`config.mk`:
```
export PLATFORM = sky130hd
export DESIGN_NAME = restore_counter
export DESIGN_NICKNAME = d
export VERILOG_FILES = /design/src/rtl/mem_cfg_pkg.sv /design/src/rtl/restore_counter.sv
export SDC_FILE = /design/constraint.sdc
export NUM_CORES = 1
export LEC_CHECK = 0
export BUFFER_PORTS_ARGS = -buffer_cell sky130_fd_sc_hd__buf_2
export CAP_MARGIN = 20
export CORE_MARGIN = 8
export CORE_UTILIZATION = 40
export DETAILED_ROUTE_END_ITERATION = 10
export PLACE_DENSITY = 0.79
export SYNTH_ARGS = -nofsm -noshare
export SYNTH_HDL_FRONTEND = slang
export SYNTH_SLANG_ARGS = --single-unit
export TNS_END_PERCENT = 30
```
`constraint.sdc`:
```
create_clock -name clk -period 1.63 [get_ports clk]
set_input_delay 0 -clock clk [delete_from_list [all_inputs] [get_ports clk]]
set_output_delay 0 -clock clk [all_outputs]
set_load 0.005 [all_outputs]
```
`src/rtl/mem_cfg_pkg.sv`:
```
package mem_cfg_pkg;

    // Data memory geometry
    localparam int MEM_WORDS       = 256;   // 32-bit words per array
    localparam int WORD_IDX_W      = 8;     // Bits of a word index
    localparam int BYTE_ADDR_LIMIT = 1024;  // First byte address that faults

    // Reset contents, word i holds i + INIT_OFFSET
    localparam int INIT_OFFSET = 3;

    // Reset value of one word, shared by both arrays and the model
    function automatic logic [31:0] init_word(input int idx);
        return 32'(idx + INIT_OFFSET);
    endfunction

endpackage

```
`src/rtl/restore_counter.sv`:
```
`timescale 1ns/1ps

module restore_counter (
    input  logic                              clk,
    input  logic                              reset,
    input  logic                              start,
    input  logic                              run,
    output logic [mem_cfg_pkg::WORD_IDX_W-1:0] word_idx,
    output logic                              last,
    output logic [mem_cfg_pkg::WORD_IDX_W-1:0] restore_wr_idx,
    output logic                              restore_wr_en
);

    always_ff @(posedge clk) begin
        if (reset || start) begin
            word_idx <= '0;
        end else if (run) begin
            word_idx <= word_idx + 1'b1;  // Wraps to zero after the last word
        end
    end

    assign last = run &&
                  (word_idx == mem_cfg_pkg::WORD_IDX_W'(mem_cfg_pkg::MEM_WORDS - 1));

    // Delay by the committed array's read latency
    always_ff @(posedge clk) begin
        if (reset) begin
            restore_wr_en <= 1'b0;
        end else begin
            restore_wr_en <= run;
        end
    end

    always_ff @(posedge clk) begin
        restore_wr_idx <= word_idx;
    end

    // Controller must drop run right after the final index
    a_no_overrun: assert property (@(posedge clk) disable iff (reset)
        last |=> !run)
        else $error("restore sweep ran past the last word");

endmodule

```
==> results_dict.tcl, run 1 <==
set metrics [dict create \
    grt_pass1_wl_mm 1.725 \
    final.period_utilization_pct 81.89 \
    worstMarginPinSlew_ns 0.2381 \
    synth_edf_count 0 \
    utilization_pct 53.65 \
    outcome "complete, no violations" \
    endpoint_kind "output port" \
    cts_setup_buffers 0 \
    cts_buffers 3 \
    placementRows 13 \
    powerDensity_mw_per_mm2 952.9 \
    core_region_area_mm2 0.001285 \
    reg2reg_from "word_idx[0]" \
    yosysMostFrequentCell "dfxtp_1" \
    clk_latency_ns 0.28 \
    r2r-end "word_idx[6]" \
    gr-total-overflow 0 \
    synth_top_area_share_pct 62.96 \
    wl_per_cell_um 11.91 \
    nets 80 \
    yosys.area.top_type "dfxtp_1" \
    ys_seq_area_share_pct 62.96 \
    max-cap-violations 0 \
    drtIter0Drc 5 \
    fin_tns_setup_ns 0 \
    floorplan.initialDensity_pct 42.06 \
    synth.yosys.warnings 0 \
    async_reset_ff_share_pct 0 \
    min_to "restore_wr_en" \
    reg2reg_depth 4 \
    yosysUniqueCellTypes 19 \
    clockBufferDepth 2 \
    worst_path_largest_cell_delay_ns 0.42 \
    port_buffers 21 \
    slew_headroom_pct 84.10 \
    rsz0062_at_grt "false" \
    cts_sinks 17 \
    synth_ff_type "dfxtp_1" \
    yosys-top-cells-count "dfxtp_1 (17), nor2_1 (5)" \
    grt_max_degree 10 \
    syn_to_final_growth_pct 27.55 \
    die_h_um 52.76 \
    dr_total_vias 432 \
    cp_data_arrival_time_ns 1.33 \
    synth-seq-cells 17 \
    path_clk_slew_ns 0.09 \
    ir_worst_vdd_mv 0.3887 \
    io_pins 22 \
    drt_first_pass_iters 4 \
    n_antenna_cell 0 \
    synthCells 50 \
    clockRootBuffer "clkbuf_4" \
    startpoint_type "flop" \
    finalHoldViolCount 0 \
    h-tree-depth 1 \
    fmax_ghz 0.7492 \
    hold_depth 2 \
    min_period_ns 1.335 \
    final_max_slew_viol_count 0 \
    synth_area_leaders "dfxtp_1 (63%), xor2_1 (4.9%), nor2_1 (3.5%)" \
    required_ns 1.63 \
    syn_nets 55 \
    viasPerCell 4.854 \
    crit_fanout 5 \
    setup_viol 0 \
    layout-drive-gt1-share_pct 35.14 \
    gp_congestion 0.7231 \
    worstHoldStart "run" \
    grt_pass1_vias 387 \
    drc 0 \
    crit_chain "ha_1 -> nand3_1 -> nor3_1 -> buf_2" \
    syn_area_um2 540.5 \
    antenna_found_initial 0 \
    worstHoldPathType "in -> reg" \
    cts_resized 0 \
    ant_nets 0 \
    die_x_um 52.76 \
    routed_wl_mm 1.060 \
    p_leak_uw 0.0003275 \
    dp_hpwl_um 831.2 \
    dieArea_mm2 0.002784 \
    track_usage_pct 8.565 \
    clock_skew_ns 0.004323 \
    cts_tree "built" \
    syn_avg_cell_area_um2 10.81 \
    crit_slowest_cell "dfxtp_1" \
    crit_type "reg -> out" \
    r2r_slack_ns 0.35 \
]
## worst max-delay path by stage
| stage | start | to | slack, ns | cells after the start |
|---|---|---|---|---|
| 4_1_cts | word_idx[0] | last | 0.28 | 4 |
| 5_1_grt | word_idx[0] | last | 0.17 | 4 |
| 3_5_place_dp | word_idx[0] | word_idx[6] | 0.36 | 4 |
| 3_3_place_gp | word_idx[0] | word_idx[6] | 0.43 | 4 |
| 6_report | word_idx[0] | last | 0.30 | 4 |
| 2_1_floorplan | word_idx[0] | word_idx[6] | 0.43 | 4 |
## area by class of cell
class,count,area [um2]
Clock buffer,4,26.28
Fill cell,121,595.6
Inverter,1,3.754
Multi-Input combinational cell,30,185.2
Sequential cell,17,340.3
Tap cell,15,18.77
Timing Repair Buffer,22,115.1
## power breakdown
part,internal [uW],switching [uW]
sequential,420,3.16
clock,94.9,116
combinational,12.2,11.3
## through the flow
stage	total power (uW)	hold slack [ns]	setup WS, ns	area (um2)	instances
2_1_floorplan	446.1	0.07161	0.4348	540.5	50
3_3_place_gp	454.2	0.1697	0.4318	653.1	84
3_5_place_dp	454.5	0.1729	0.3586	653.1	84
4_1_cts	666.0	0.03140	0.2808	689.4	89
5_1_grt	692.0	0.02697	0.1699	689.4	89
6_report	656.9	0.03756	0.2952	689.4	89
## logic make-up (layout without fill, tap and decap cells)
kind of cell	Yosys count	in the layout	share of synthesized area [%]
and+or+nand+nor	18	18	18.06
adders and majority gates	1	1	2.314
DFF	17	17	62.96
muxes	1	1	1.852
xor gates and xnor gates	4	4	6.483
buffers and inverters	3	27	2.777
AOI/OAI and AO/OA	6	6	5.554
## placed cells by master, fill, tap and decap left out, drive strengths merged, types with 2 or more instances in the layout
master   n
a21oi    3
buf     21
clkbuf   4
dfxtp   17
nand2    2
nand3    2
nand4    3
nor2     5
o21ai    3
or3      3
xor2     3
## repair_timing
action                     4_1_cts  5_1_grt
hold buffers                     1        0
hold endpoints to repair         1        0
setup endpoints to repair        0        0
## registers in the layout, indices dropped and copies added, names as in the netlist
signal and cells:
restore_wr_idx 8, restore_wr_en 1, word_idx 8
## worst max-delay path, delay by kind of cell, from the launching register on
family                   cells  cell delay, ns
AND/OR/NAND/NOR              2            0.26
adder cells (fa/ha/maj)      1            0.22
buffers and inverters        1            0.14
flip-flops                   1            0.42
## routing by layer
layer	up-vias	track usage (%)	wire, um
li1	215	-	-
met1	193	8.724	412
met2	20	12.70	472
met3	4	2.273	124
met4	0	10.34	50
met5	-	0	0
Power figures use the tool's default switching activity.
==> inputs of run 2 (changes only) <==
==> constraint.sdc (replaced) <==
create_clock -name clk -period 1.3 [get_ports clk]
set_input_delay 0 -clock clk [delete_from_list [all_inputs] [get_ports clk]]
set_output_delay 0 -clock clk [all_outputs]
set_load 0.005 [all_outputs]
==> results_dict.tcl, run 2 (synthesis results as in run 1) <==
set metrics [dict create \
    grt_pass1_vias 395 \
    clockRootBuffer "clkbuf_4" \
    antenna_found_initial 0 \
    endpoint_kind "output port" \
    slew_headroom_pct 87.51 \
    track_usage_pct 8.915 \
    post-place-ws_ns 0.07828 \
    core_region_area_mm2 0.001285 \
    placementRows 13 \
    gr-total-overflow 0 \
    setup_slack_ns 0.07812 \
    routed_wl_mm 1.137 \
    regArea_um2 345.3 \
    fmax_ghz 0.8184 \
    grt_pass1_wl_mm 1.773 \
    fillers 113 \
    drtIter0Drc 3 \
    crit_type "reg -> out" \
    h-tree-depth 1 \
    ir_worst_vdd_mv 0.5341 \
    final_max_slew_viol_count 0 \
    clk_latency_ns 0.28 \
    powerDensity_mw_per_mm2 1138 \
    floorplan.initialDensity_pct 42.06 \
    dieArea_mm2 0.002784 \
    nets 83 \
    finalHoldViolCount 0 \
    multi_input_area_um2 192.7 \
    clock_skew_ns 0.001809 \
    finalPower_uw 824.7 \
    viasPerCell 4.935 \
    switching_share_pct 19.82 \
    placed_cells 87 \
    grt_max_degree 10 \
    cell_internal_pwr_uw 661.3 \
    crit_fanout 5 \
    utilization_pct 56.38 \
    dr_total_vias 454 \
    clockBufferDepth 2 \
    final_common_cell "buf_2" \
    worstMarginPinSlew_ns 0.1871 \
    p_clk_share_pct 31.9 \
    final.period_utilization_pct 93.99 \
    max-cap-violations 0 \
    p_switching_uw 163.4 \
    r2r_slack_ns 0.09 \
    port_buffers 21 \
    drt_first_pass_iters 4 \
    cts_sinks 17 \
    cts_setup_buffers 0 \
    layout_common_cells "buf_2 (21), dfxtp_1 (15), nor2_1 (5)" \
    wl_per_cell_um 12.36 \
    drc 0 \
    gp_congestion 0.7476 \
    worstHoldPathType "in -> reg" \
    path_clk_slew_ns 0.09 \
    outcome "complete, no violations" \
    die_x_um 52.76 \
    syn_to_final_growth_pct 34.03 \
    n_antenna_cell 0 \
    ant_nets 0 \
    reg.largest.list "restore_wr_idx (8), word_idx (8), restore_wr_en (1)" \
    io_pins 22 \
    layout-drive-gt1-share_pct 42.86 \
    pwr-share-comb_pct 4.1 \
    cts_tree "built" \
    seqPwrFrac_pct 64.0 \
    cp_data_arrival_time_ns 1.22 \
    p_leak_uw 0.0003421 \
    die_h_um 52.76 \
    required_ns 1.30 \
    startpoint_type "flop" \
    cts_buffers 3 \
    setup_viol 0 \
    min_period_ns 1.222 \
    stdcell_count 92 \
]
[run 2: final timing paths]
check	from	endpoint	cells past startpoint
setup / recovery	word_idx[1]	last	4
hold / removal	run	restore_wr_en	2
setup reg to reg	word_idx[1]	word_idx[6]	4
hold reg to reg	word_idx[7]	restore_wr_idx[7]	0
[run 2: what timing repair did]
item	in CTS	in global routing
gates resized for setup	1	4
hold endpoints to repair	1	0
setup endpoints to repair	1	1
hold buffers	1	0
[run 2: area by class of cell]
class / instances / share of cell area (%)
clock buffer: 4 / 3.627
timing repair buffer: 25 / 19.00
sequential: 17 / 47.67
tap: 15 / 2.591
multi-input combinational: 30 / 26.60
inverter: 1 / 0.5181
[run 2: power by group through the flow]
| stage | Combinational (uW) | Clock [uW] | Sequential [uW] |
|---|---|---|---|
| 2_1_floorplan | 16.2 | 0 | 543 |
| 3_3_place_gp | 30.5 | 0 | 541 |
| 3_5_place_dp | 31.1 | 0 | 542 |
| 4_1_cts | 33.7 | 272 | 530 |
| 5_1_grt | 37.5 | 298 | 529 |
| 6_report | 33.6 | 263 | 528 |
[run 2: stage by stage]
stage               hold slack (ns)  instance area (um2)  TNS [ns]
global route                0.03343                724.4  -0.01050
global placement             0.1692                675.6         0
CTS                         0.02901                713.2         0
detailed placement           0.1707                675.6         0
floorplan                   0.07161                540.5         0
finish                      0.03667                724.4         0
[run 2: critical path, stage by stage (launching register included)]
cell     delay (ns)
dfxtp_4        0.37
ha_2           0.18
nand3_1        0.12
nor3_2         0.13
buf_2          0.14
[run 2: layer usage]
metal	global-route usage [%]	wire, um	part of all wire (%)
met3	2.557	114	10
met2	13.48	548	48
met4	9.052	43	3.8
met1	9.400	431	38
met5	0	0	0
