==> src/rtl/lsu_types_pkg.sv <==
package lsu_types_pkg;

    localparam int INST_NUM_W = 32;  // ROB instruction number
    localparam int PHY_TAG_W  = 8;   // Physical destination tag

    // Store bit on top of funct3
    typedef enum logic [3:0] {
        OP_LB  = 4'b0000,
        OP_LH  = 4'b0001,
        OP_LW  = 4'b0010,
        OP_LBU = 4'b0100,
        OP_LHU = 4'b0101,
        OP_SB  = 4'b1000,
        OP_SH  = 4'b1001,
        OP_SW  = 4'b1010
    } mem_op_e;

    typedef struct packed {
        logic                  valid;
        mem_op_e               op;
        logic [31:0]           addr;      // Byte address
        logic [31:0]           wdata;     // Store data, low lanes
        logic [INST_NUM_W-1:0] inst_num;
        logic [PHY_TAG_W-1:0]  phy_tag;
    } ls_req_t;

    typedef struct packed {
        logic                  valid;
        logic                  fault;
        logic                  is_store;
        logic [31:0]           data;      // Load result or store data
        logic [31:0]           addr;
        logic [INST_NUM_W-1:0] inst_num;
        logic [PHY_TAG_W-1:0]  phy_tag;
    } ls_resp_t;

    // Store retired by the reorder buffer
    typedef struct packed {
        logic        valid;
        mem_op_e     op;
        logic [31:0] addr;
        logic [31:0] wdata;
    } commit_t;

    typedef struct packed {
        logic [3:0]  be;    // Byte enables
        logic [31:0] data;  // Store data moved to its lanes
    } lane_t;

    // Byte enables and lane-aligned data of a store
    function automatic lane_t lane_mask(input mem_op_e op, input logic [1:0] offset,
                                        input logic [31:0] wdata);
        lane_t lane;
        lane.be   = 4'b0000;
        lane.data = 32'h0;
        case (op)
            OP_SB: begin
                lane.be   = 4'b0001 << offset;
                lane.data = {24'h0, wdata[7:0]} << {offset, 3'b000};
            end
            OP_SH: begin
                lane.be   = offset[1] ? 4'b1100 : 4'b0011;
                lane.data = {16'h0, wdata[15:0]} << {offset[1], 4'b0000};
            end
            OP_SW: begin
                lane.be   = 4'b1111;
                lane.data = wdata;
            end
            default: ;  // Loads write nothing
        endcase
        return lane;
    endfunction

endpackage

==> src/rtl/load_align.sv <==
`timescale 1ns/1ps

module load_align (
    input  lsu_types_pkg::ls_req_t  acc,
    input  logic                    acc_fault,
    input  logic [31:0]             rd_word,
    output lsu_types_pkg::ls_resp_t resp
);

    logic [7:0]  byte_sel;
    logic [15:0] half_sel;
    logic [31:0] load_data;

    assign byte_sel = rd_word[{acc.addr[1:0], 3'b000} +: 8];
    assign half_sel = rd_word[{acc.addr[1], 4'b0000} +: 16];

    always_comb begin
        case (acc.op)
            lsu_types_pkg::OP_LB:  load_data = {{24{byte_sel[7]}}, byte_sel};
            lsu_types_pkg::OP_LH:  load_data = {{16{half_sel[15]}}, half_sel};
            lsu_types_pkg::OP_LW:  load_data = rd_word;
            lsu_types_pkg::OP_LBU: load_data = {24'h0, byte_sel};
            lsu_types_pkg::OP_LHU: load_data = {16'h0, half_sel};
            default:               load_data = acc.wdata;  // Stores echo their data
        endcase
    end

    always_comb begin
        resp.valid    = acc.valid;
        resp.fault    = acc.valid && acc_fault;
        resp.is_store = acc.op[3];
        resp.data     = acc_fault ? 32'h0 : load_data;
        resp.addr     = acc.addr;
        resp.inst_num = acc.inst_num;
        resp.phy_tag  = acc.phy_tag;
    end

endmodule

==> config.mk <==
export PLATFORM = sky130hd
export DESIGN_NAME = load_align
export DESIGN_NICKNAME = d
export VERILOG_FILES = /design/src/rtl/lsu_types_pkg.sv /design/src/rtl/load_align.sv
export SDC_FILE = /design/constraint.sdc
export NUM_CORES = 1
export LEC_CHECK = 0
export ABC_AREA = 1
export BUFFER_PORTS_ARGS = -buffer_cell sky130_fd_sc_hd__buf_2
export CORE_AREA = 5 5 93 95
export DETAILED_ROUTE_END_ITERATION = 10
export DIE_AREA = 0 0 98 100
export PLACE_DENSITY = 0.71
export REMOVE_ABC_BUFFERS = 1
export SETUP_SLACK_MARGIN = 0.15
export SLEW_MARGIN = 30
export SYNTH_ARGS = -nofsm -noshare
export SYNTH_HDL_FRONTEND = slang
export SYNTH_SLANG_ARGS = --single-unit
==> constraint.sdc <==
create_clock -name vclk -period 0.9
set_input_delay 0.045 -clock vclk [all_inputs]
set_output_delay 0.045 -clock vclk [all_outputs]
set_load 0.01 [all_outputs]
==> results.toml, run 1 <==
[placement]
portBuffers = 109
place_hpwl_um = 13200
dp.cells = 547
place_area_mm2 = 0.00227
place.gp.congestion = 0.999

[synth]
synth-compound-area-share_pct = 11.4
ys_types = 18
synth_xor_area_share_pct = 0
synth_seq_area_share_pct = 0
synth_cells = 404
synth-warning-count = 0
yosys.area_share.adder_pct = 0
synth_top_family_by_area = "buffers and inverters"
synth-simple-area-share_pct = 43.5
syn_area_mm2 = 0.00206
synth.avg_cell_area_um2 = 5.10
synthMuxAreaShare_pct = 0

[setup_path]
crit_chain = "buf_8 > inv_6 > nand2_2 > nor2_4 > nand3_4 > nand2_8 > buf_6 > nor2_1 > nor2_1 > buf_2"
cp_common_cell = "nor2_1"
end_kind = "output port"
startpoint_type = "input port"
worstPathRequired_ns = 0.85
critPathMaxFanout = 6
crit_type = "input port to output port"
cp_data_arrival_time_ns = 1.09
slowest_delay_ns = 0.16
cp_slowest_cell = "buf_2"

[power_and_ir_drop]
powerDensity_mw_per_mm2 = 520
comb_power_share_pct = 100.0
p_sw_share_pct = 54.7
worst_ir_drop_vdd_mv = 0.127
intPower_uw = 647
clkPwrFrac_pct = 0
p_switching_uw = 783
design_power_total_mw = 1.43
seq_power_share_pct = 0
power_leakage_nw = 1.65

[layout]
stdcell_count = 558
n_antenna_cell = 0
stdcell_area_mm2 = 0.00275
nClkBuffers = 0
layout-drive-gt1-share_pct = 43.4
fillerInstances = 834
seq_area_um2 = 0
seq_cell_count = 0
final_core_util_pct = 36.0
final_nets = 600
area_growth_pct = 33.6

[routing]
drt-vias-per-instance = 4.70
drcViolationCount = 0
vias = 2625
drtIter0Drc = 187
drt-pass1-iter-count = 4
wl_um = 15400
drtAntennaViolNets = 0
wire_per_inst_um = 27.6

[timing]
relSlewSlack_pct = 83.8
fin_crit_ns = 1.14
layout_setup_ws_ns = -0.238
setup_viol = 32
grt_setup_unrepaired = "true"
tns_ns = -6.39
max_freq_mhz = 879
slew_viol_final = 0
hold_viol_final = 0
tightest_slew_ns = 0.243
fin_crit_sh_pct = 126

[status]
violations = "negative setup slack"
status = "finished with violations"

[global_routing]
top_usage_layer = "met2"
antenna_found_initial = 0
gr-usage-met1_pct = 21.7
grt_overflow = 0
use_met2_pct = 50.4
gr-usage-all-layers_pct = 29.4
grt_max_degree = 23
grt_pass1_vias = 2541
grt_pass1_wl_um = 20400
grtUsageMet3_pct = 35.0

[die]
fp.coreArea_mm2 = 0.00765
io_pins = 249
die-area_mm2 = 0.00980
die_x_um = 98
start_util_pct = 26.9
die_h_um = 100
fp-row-count = 32

[job]
drv_cap = 0

[worst_hold_path]
hp-class = "input port to output port"
==> cell families (layout without fill, tap and decap cells) <==
group,after synthesis,count (layout)
AOI/OAI and AO/OA,47,47
and+or+nand+nor,203,206
buffers and inverters,154,203
==> layout make-up <==
| class | instances | area [um^2] | area share, % |
|---|---|---|---|
| timing repair buffer | 143 | 1030 | 37.3 |
| multi-input combinational | 253 | 1350 | 49.0 |
| tap | 102 | 128 | 4.64 |
| inverter | 60 | 250 | 9.09 |
==> worst paths after layout <==
| kind | startpoint | end | slack (ns) | cells after the start |
|---|---|---|---|---|
| max | acc[107] | resp[90] | -0.24 | 10 |
| min | acc[29] | resp[29] | 0.09 | 0 |
==> per-layer routing <==
layer / wire, um / vias up / part of all wire, %
met5: 81 / - / 0.53
met4: 229 / 2 / 1.5
met3: 4180 / 16 / 27
met2: 7300 / 269 / 47
met1: 3610 / 1055 / 23
li1: - / 1283 / -
==> repair_timing <==
item,in CTS,in global routing
buffers inserted,2,1
cloned,4,4
setup endpoints to repair,32,32
hold buffers,0,0
pin swaps,15,12
gates resized for setup,63,41
==> power by group through the flow <==
stage	Clock, mW	Combinational, mW	Sequential (mW)
after floorplan	0	0.513	0
after global placement	0	1.13	0
after detailed placement	0	1.13	0
after CTS	0	1.28	0
after global routing	0	1.56	0
final	0	1.43	0
==> cells in the final DEF (no fill, tap or decap), drive strengths merged <==
master    n
buf     140
nand2   102
inv      60
nor2     60
o21ai    47
nand3    37
nand4     7
clkbuf    3
==> cells in the mapped netlist <==
cell type | instances | area (um^2)
nand2_1 | 95 | 357
nor2_2 | 2 | 12.5
inv_2 | 5 | 18.8
nand3_2 | 4 | 40.0
o21ai_0 | 23 | 115
nand3_1 | 33 | 165
nor2_4 | 2 | 22.5
nand4_1 | 7 | 43.8
clkbuf_2 | 1 | 5.00
nor2_1 | 56 | 210
buf_2 | 4 | 20.0
buf_8 | 2 | 30.0
o21ai_1 | 24 | 120
nand2_4 | 4 | 45.0
inv_1 | 55 | 206
clkbuf_1 | 6 | 22.5
buf_6 | 5 | 56.3
buf_4 | 76 | 571
==> worst max-delay path, delay by kind of cell <==
kind | cells | cell delay (ns)
AND/OR/NAND/NOR | 6 | 0.56
buffers and inverters | 4 | 0.47
==> stage by stage <==
step | hold slack, ns | setup slack, ns
floorplan | 0.0900 | -0.0707
global placement | 0.0901 | -0.321
detailed placement | 0.0901 | -0.305
CTS | 0.0901 | -0.198
global route | 0.0900 | -0.298
finish | 0.0901 | -0.238
Note: power is estimated with default switching activity, not from simulation.
==> run 2: changes to the inputs <==
- TNS_END_PERCENT: not set -> 50
==> run 2 against run 1 <==
  * The run still ends with negative setup slack left
  * Design area rose by 2.0%
  * Worst hold slack barely moved
  * Power rose by 1.5%
  * Combinational power barely moved
  * Routed wire length rose by 0.45%
  * Sequential share of layout area did not move
  * Critical path depth fell by 2
  * Setup slack improved by 0.0036 ns
  * Largest power group unchanged
==> results.toml, run 2 (synthesis gave the netlist of run 1 again) <==
[status]
status = "finished with violations"
violations = "negative setup slack"

[setup_path]
worstPathRequired_ns = 0.85
end_kind = "output port"
cp_data_arrival_time_ns = 1.09
startpoint_type = "input port"
crit_type = "input port to output port"
critPathMaxFanout = 9

[routing]
drtIter0Drc = 162
drcViolationCount = 0
drt-pass1-iter-count = 5
vias = 2672
drtAntennaViolNets = 0
wire_per_inst_um = 27.6
wl_um = 15500
drt-vias-per-instance = 4.77

[global_routing]
grt_max_degree = 23
grt_overflow = 0
grt_pass1_wl_um = 20300
grt_pass1_vias = 2544
antenna_found_initial = 0
gr-usage-all-layers_pct = 29.3

[placement]
place_hpwl_um = 13200
pre_cts_ws_ns = -0.305
portBuffers = 109
place_area_mm2 = 0.00227
place.gp.congestion = 0.999

[layout]
n_antenna_cell = 0
multi_input_area_mm2 = 0.00135
final_nets = 602
final_core_util_pct = 36.7
seq_cell_count = 0
area_growth_pct = 36.2
fillerInstances = 830
nClkBuffers = 0
mostFrequentLayoutCells = "98 x buf_2, 82 x nand2_1, 52 x inv_1, 52 x nor2_1, 31 x nand3_1"
stdcell_area_mm2 = 0.00281
seq_area_um2 = 0
final_common_cell = "buf_2"
layout-drive-gt1-share_pct = 41.7

[cts]
cts_hold_buf = 0

[die]
die_h_um = 100
io_pins = 249
fp-row-count = 32
start_util_pct = 26.9
die_x_um = 98
die-area_mm2 = 0.00980
fp.coreArea_mm2 = 0.00765

[job]
drv_cap = 0

[timing]
grt_setup_unrepaired = "true"
layout_setup_ws_ns = -0.234
slew_viol_final = 0
setup_viol = 32
fin_crit_sh_pct = 126
relSlewSlack_pct = 83.0
max_freq_mhz = 882
hold_viol_final = 0
fin_crit_ns = 1.13
tns_ns = -6.29
tightest_slew_ns = 0.254

[power_and_ir_drop]
worst_ir_drop_vdd_mv = 0.125
power_leakage_nw = 1.68
powerDensity_mw_per_mm2 = 517
design_power_total_mw = 1.45

[worst_hold_path]
hp-class = "input port to output port"
## run 2: cell types whose count changed in the layout (fill, tap and decap cells not counted), sizes merged
cell,before,now
buf,140,141
clkbuf,3,4
## run 2: what timing repair did
item | CTS | global route
pin swaps | 10 | 14
cloned | 3 | 4
endpoints found under the setup margin | 32 | 32
setup buffers | 1 | 5
gates resized for setup | 60 | 41
## run 2: path summary, 6_finish.rpt
path / start / cells past startpoint / end / slack [ns]
worst min-delay path: acc[29] / 0 / resp[29] / 0.09
worst max-delay path: acc[105] / 8 / resp[91] / -0.23
## run 2: metrics by stage
stage                     hold WS [ns]  cells
final                           0.0901    560
after global routing            0.0900    560
after CTS                       0.0901    551
after detailed placement        0.0901    547
after global placement          0.0901    547
after floorplan                 0.0900    310
## run 2: final cells by class
| class | count | share of cell area [%] |
|---|---|---|
| multi-input combinational | 253 | 47.9 |
| tap | 102 | 4.55 |
| inverter | 60 | 9.27 |
| timing repair buffer | 145 | 38.3 |
## run 2: power breakdown
group	switching [mW]	internal, mW
registers	0	0
clock network	0	0
logic	0.789	0.662
## run 2: metal layers
layer  up-vias  global-route usage (%)  wire length, um
met3        24                    35.0             4170
met5         -                    5.64               81
met4         2                    1.81              323
li1       1282                       -                -
met2       263                    50.7             7200
met1      1101                    21.5             3700
## run 2: critical path, stage by stage
cell,delay (ns)
buf_12,0.09
inv_8,0.04
nor2_4,0.21
nand2_8,0.14
o21ai_0,0.18
nor2_1,0.07
nor2_1,0.14
buf_2,0.17
==> run 3: changes to the inputs <==
- ABC_AREA: 1 -> not set
- CORE_AREA: 5 5 93 95 -> 2 2 96 98
- PLACE_DENSITY: 0.71 -> not set
==> run 3 against run 2 <==
  * The run still ends with negative setup slack left
  * Cell count is 27% lower
  * Global-route usage fell by 3.6 points
  * Highest routed layer unchanged
  * Sequential cell count unchanged
  * Maximum frequency decreased by 26%
  * Largest power group unchanged
  * Critical endpoint is now resp[87]
==> results.toml, run 3 <==
[setup_path]
critical_path.startpoint = "rd_word[23]"
end_kind = "output port"
crit_type = "input port to output port"
startpoint_type = "input port"
cp_data_arrival_time_ns = 1.49
critPathMaxFanout = 7
worstPathRequired_ns = 0.85

[placement]
pre_cts_ws_ns = -0.762
place_hpwl_um = 11700
place.gp.congestion = 0.883
portBuffers = 109

[die]
io_pins = 249
die_h_um = 100
fp.coreArea_mm2 = 0.00889
die_x_um = 98
start_util_pct = 18.8
die-area_mm2 = 0.00980
fp-row-count = 35

[layout]
n_antenna_cell = 0
seq_area_um2 = 0
final_core_util_pct = 25.0
layout-drive-gt1-share_pct = 59.1
area_growth_pct = 33.0
final_nets = 442
nClkBuffers = 0
mostFrequentLayoutCells = "101 x buf_2, 44 x buf_4, 32 x nand2_1, 32 x a21oi_1, 29 x a311oi_1"
final_common_cell = "buf_2"
seq_cell_count = 0

[job]
drv_cap = 0

[global_routing]
grt_pass1_vias = 2040
antenna_found_initial = 0
grt_pass1_wl_um = 17600
grt_overflow = 0
gr-usage-all-layers_pct = 25.7
grt_max_degree = 34

[synth]
synth-compound-area-share_pct = 37.0
synth_seq_area_share_pct = 0
synth.avg_cell_area_um2 = 7.03
yosysMostFrequentCell = "buf_4"
ys_top_cells_by_area = "buf_4 33%, a311oi_1 17%, mux4_2 11%"
ys_types = 22
synth_xor_area_share_pct = 0
synth_largest_area_cell = "buf_4"
synth-simple-area-share_pct = 11.1
synth_top_family_by_area = "buffers and inverters"
yosys.area_share.adder_pct = 0
synth-warning-count = 0
synthMuxAreaShare_pct = 11.4
yosysTopAreaCellShare_pct = 33.2
synth_cells = 238
synth.cells.most_frequent = "74 x buf_4, 32 x a21oi_1, 32 x a311oi_1, 32 x nand2_1"
syn_area_mm2 = 0.00167

[timing]
hold_viol_final = 0
relSlewSlack_pct = 78.3
slew_viol_final = 0
tightest_slew_ns = 0.322
layout_setup_ws_ns = -0.635
grt_setup_unrepaired = "true"
fin_crit_sh_pct = 171
max_freq_mhz = 652
setup_viol = 32
fin_crit_ns = 1.53

[power_and_ir_drop]
worst_ir_drop_vdd_mv = 0.211
power_leakage_nw = 0.960
powerDensity_mw_per_mm2 = 487

[worst_hold_path]
holdCritStartpoint = "acc[82]"
hp-class = "input port to output port"

[status]
status = "finished with violations"
violations = "negative setup slack"

[routing]
drt-pass1-iter-count = 4
drt-vias-per-instance = 5.27
wire_per_inst_um = 32.9
drtIter0Drc = 110
drcViolationCount = 0
wl_um = 13400
drtAntennaViolNets = 0
vias = 2157
run 3: changes by cell type in the layout (fill, tap and decap cells not counted), moves of 7 or more:
cell,change
mux4_2,+8
nand2_4,-7
inv_1,-50
o21ai_1,-29
nand2_2,-9
a311oi_1,+29
buf_4,+22
a21oi_1,+32
nand3_1,-31
nor2_1,-51
nand2_1,-50
a211oi_1,+7
run 3: what timing repair did:
action / 4_1_cts / 5_1_grt
hold buffers: 0 / 0
setup buffers: 3 / 0
gates cloned: 1 / 0
resized for setup: 18 / 2
pin swaps: 10 / 3
endpoints found under the setup margin: 33 / 33
hold endpoints to repair: 0 / 0
run 3: kinds of logic (layout without fill, tap and decap cells):
group / Yosys count / in the layout
and+or+nand+nor: 39 / 39
buffers and inverters: 99 / 159
muxes: 9 / 9
AOI/OAI and AO/OA: 91 / 91
run 3: area by class of cell:
| class | count | area [um^2] |
|---|---|---|
| tap | 111 | 139 |
| fill | 1002 | 6670 |
| multi-input combinational | 139 | 1070 |
| timing repair buffer | 157 | 1010 |
| inverter | 2 | 7.51 |
run 3: worst paths after layout:
path                  depth (start not counted)       end
worst max-delay path                          6  resp[87]
worst min-delay path                          0  resp[50]
run 3: worst max-delay path, cell delays in order:
cell and delay (ns):
buf_2 0.11, mux4_2 0.50, a311oi_4 0.33, buf_6 0.21
a311oi_4 0.11, buf_2 0.17
run 3: metrics by stage:
| step | area [um^2] | hold WS (ns) | total power [mW] | instances | setup TNS (ns) |
|---|---|---|---|---|---|
| CTS | 2220 | 0.0902 | 1.08 | 409 | -18.54 |
| global placement | 2070 | 0.0902 | 0.990 | 405 | -20.07 |
| floorplan | 1000 | 0.0900 | 0.380 | 141 | -34.30 |
| finish | 2220 | 0.0901 | 1.08 | 409 | -18.21 |
| detailed placement | 2070 | 0.0902 | 1.01 | 405 | -20.89 |
| global route | 2220 | 0.0901 | 1.16 | 409 | -20.24 |
run 3: routing by layer:
layer | global-route usage [%] | wire length, um | up-vias
met2 | 44.1 | 6240 | 235
met4 | 1.50 | 99 | 2
met1 | 19.8 | 3560 | 972
met3 | 29.4 | 3480 | 8
li1 | - | - | 940
met5 | 6.67 | 65 | -
run 3: where the power goes:
group / switching [mW] / internal [mW]
Combinational: 0.546 / 0.536
Sequential: 0 / 0
Clock: 0 / 0
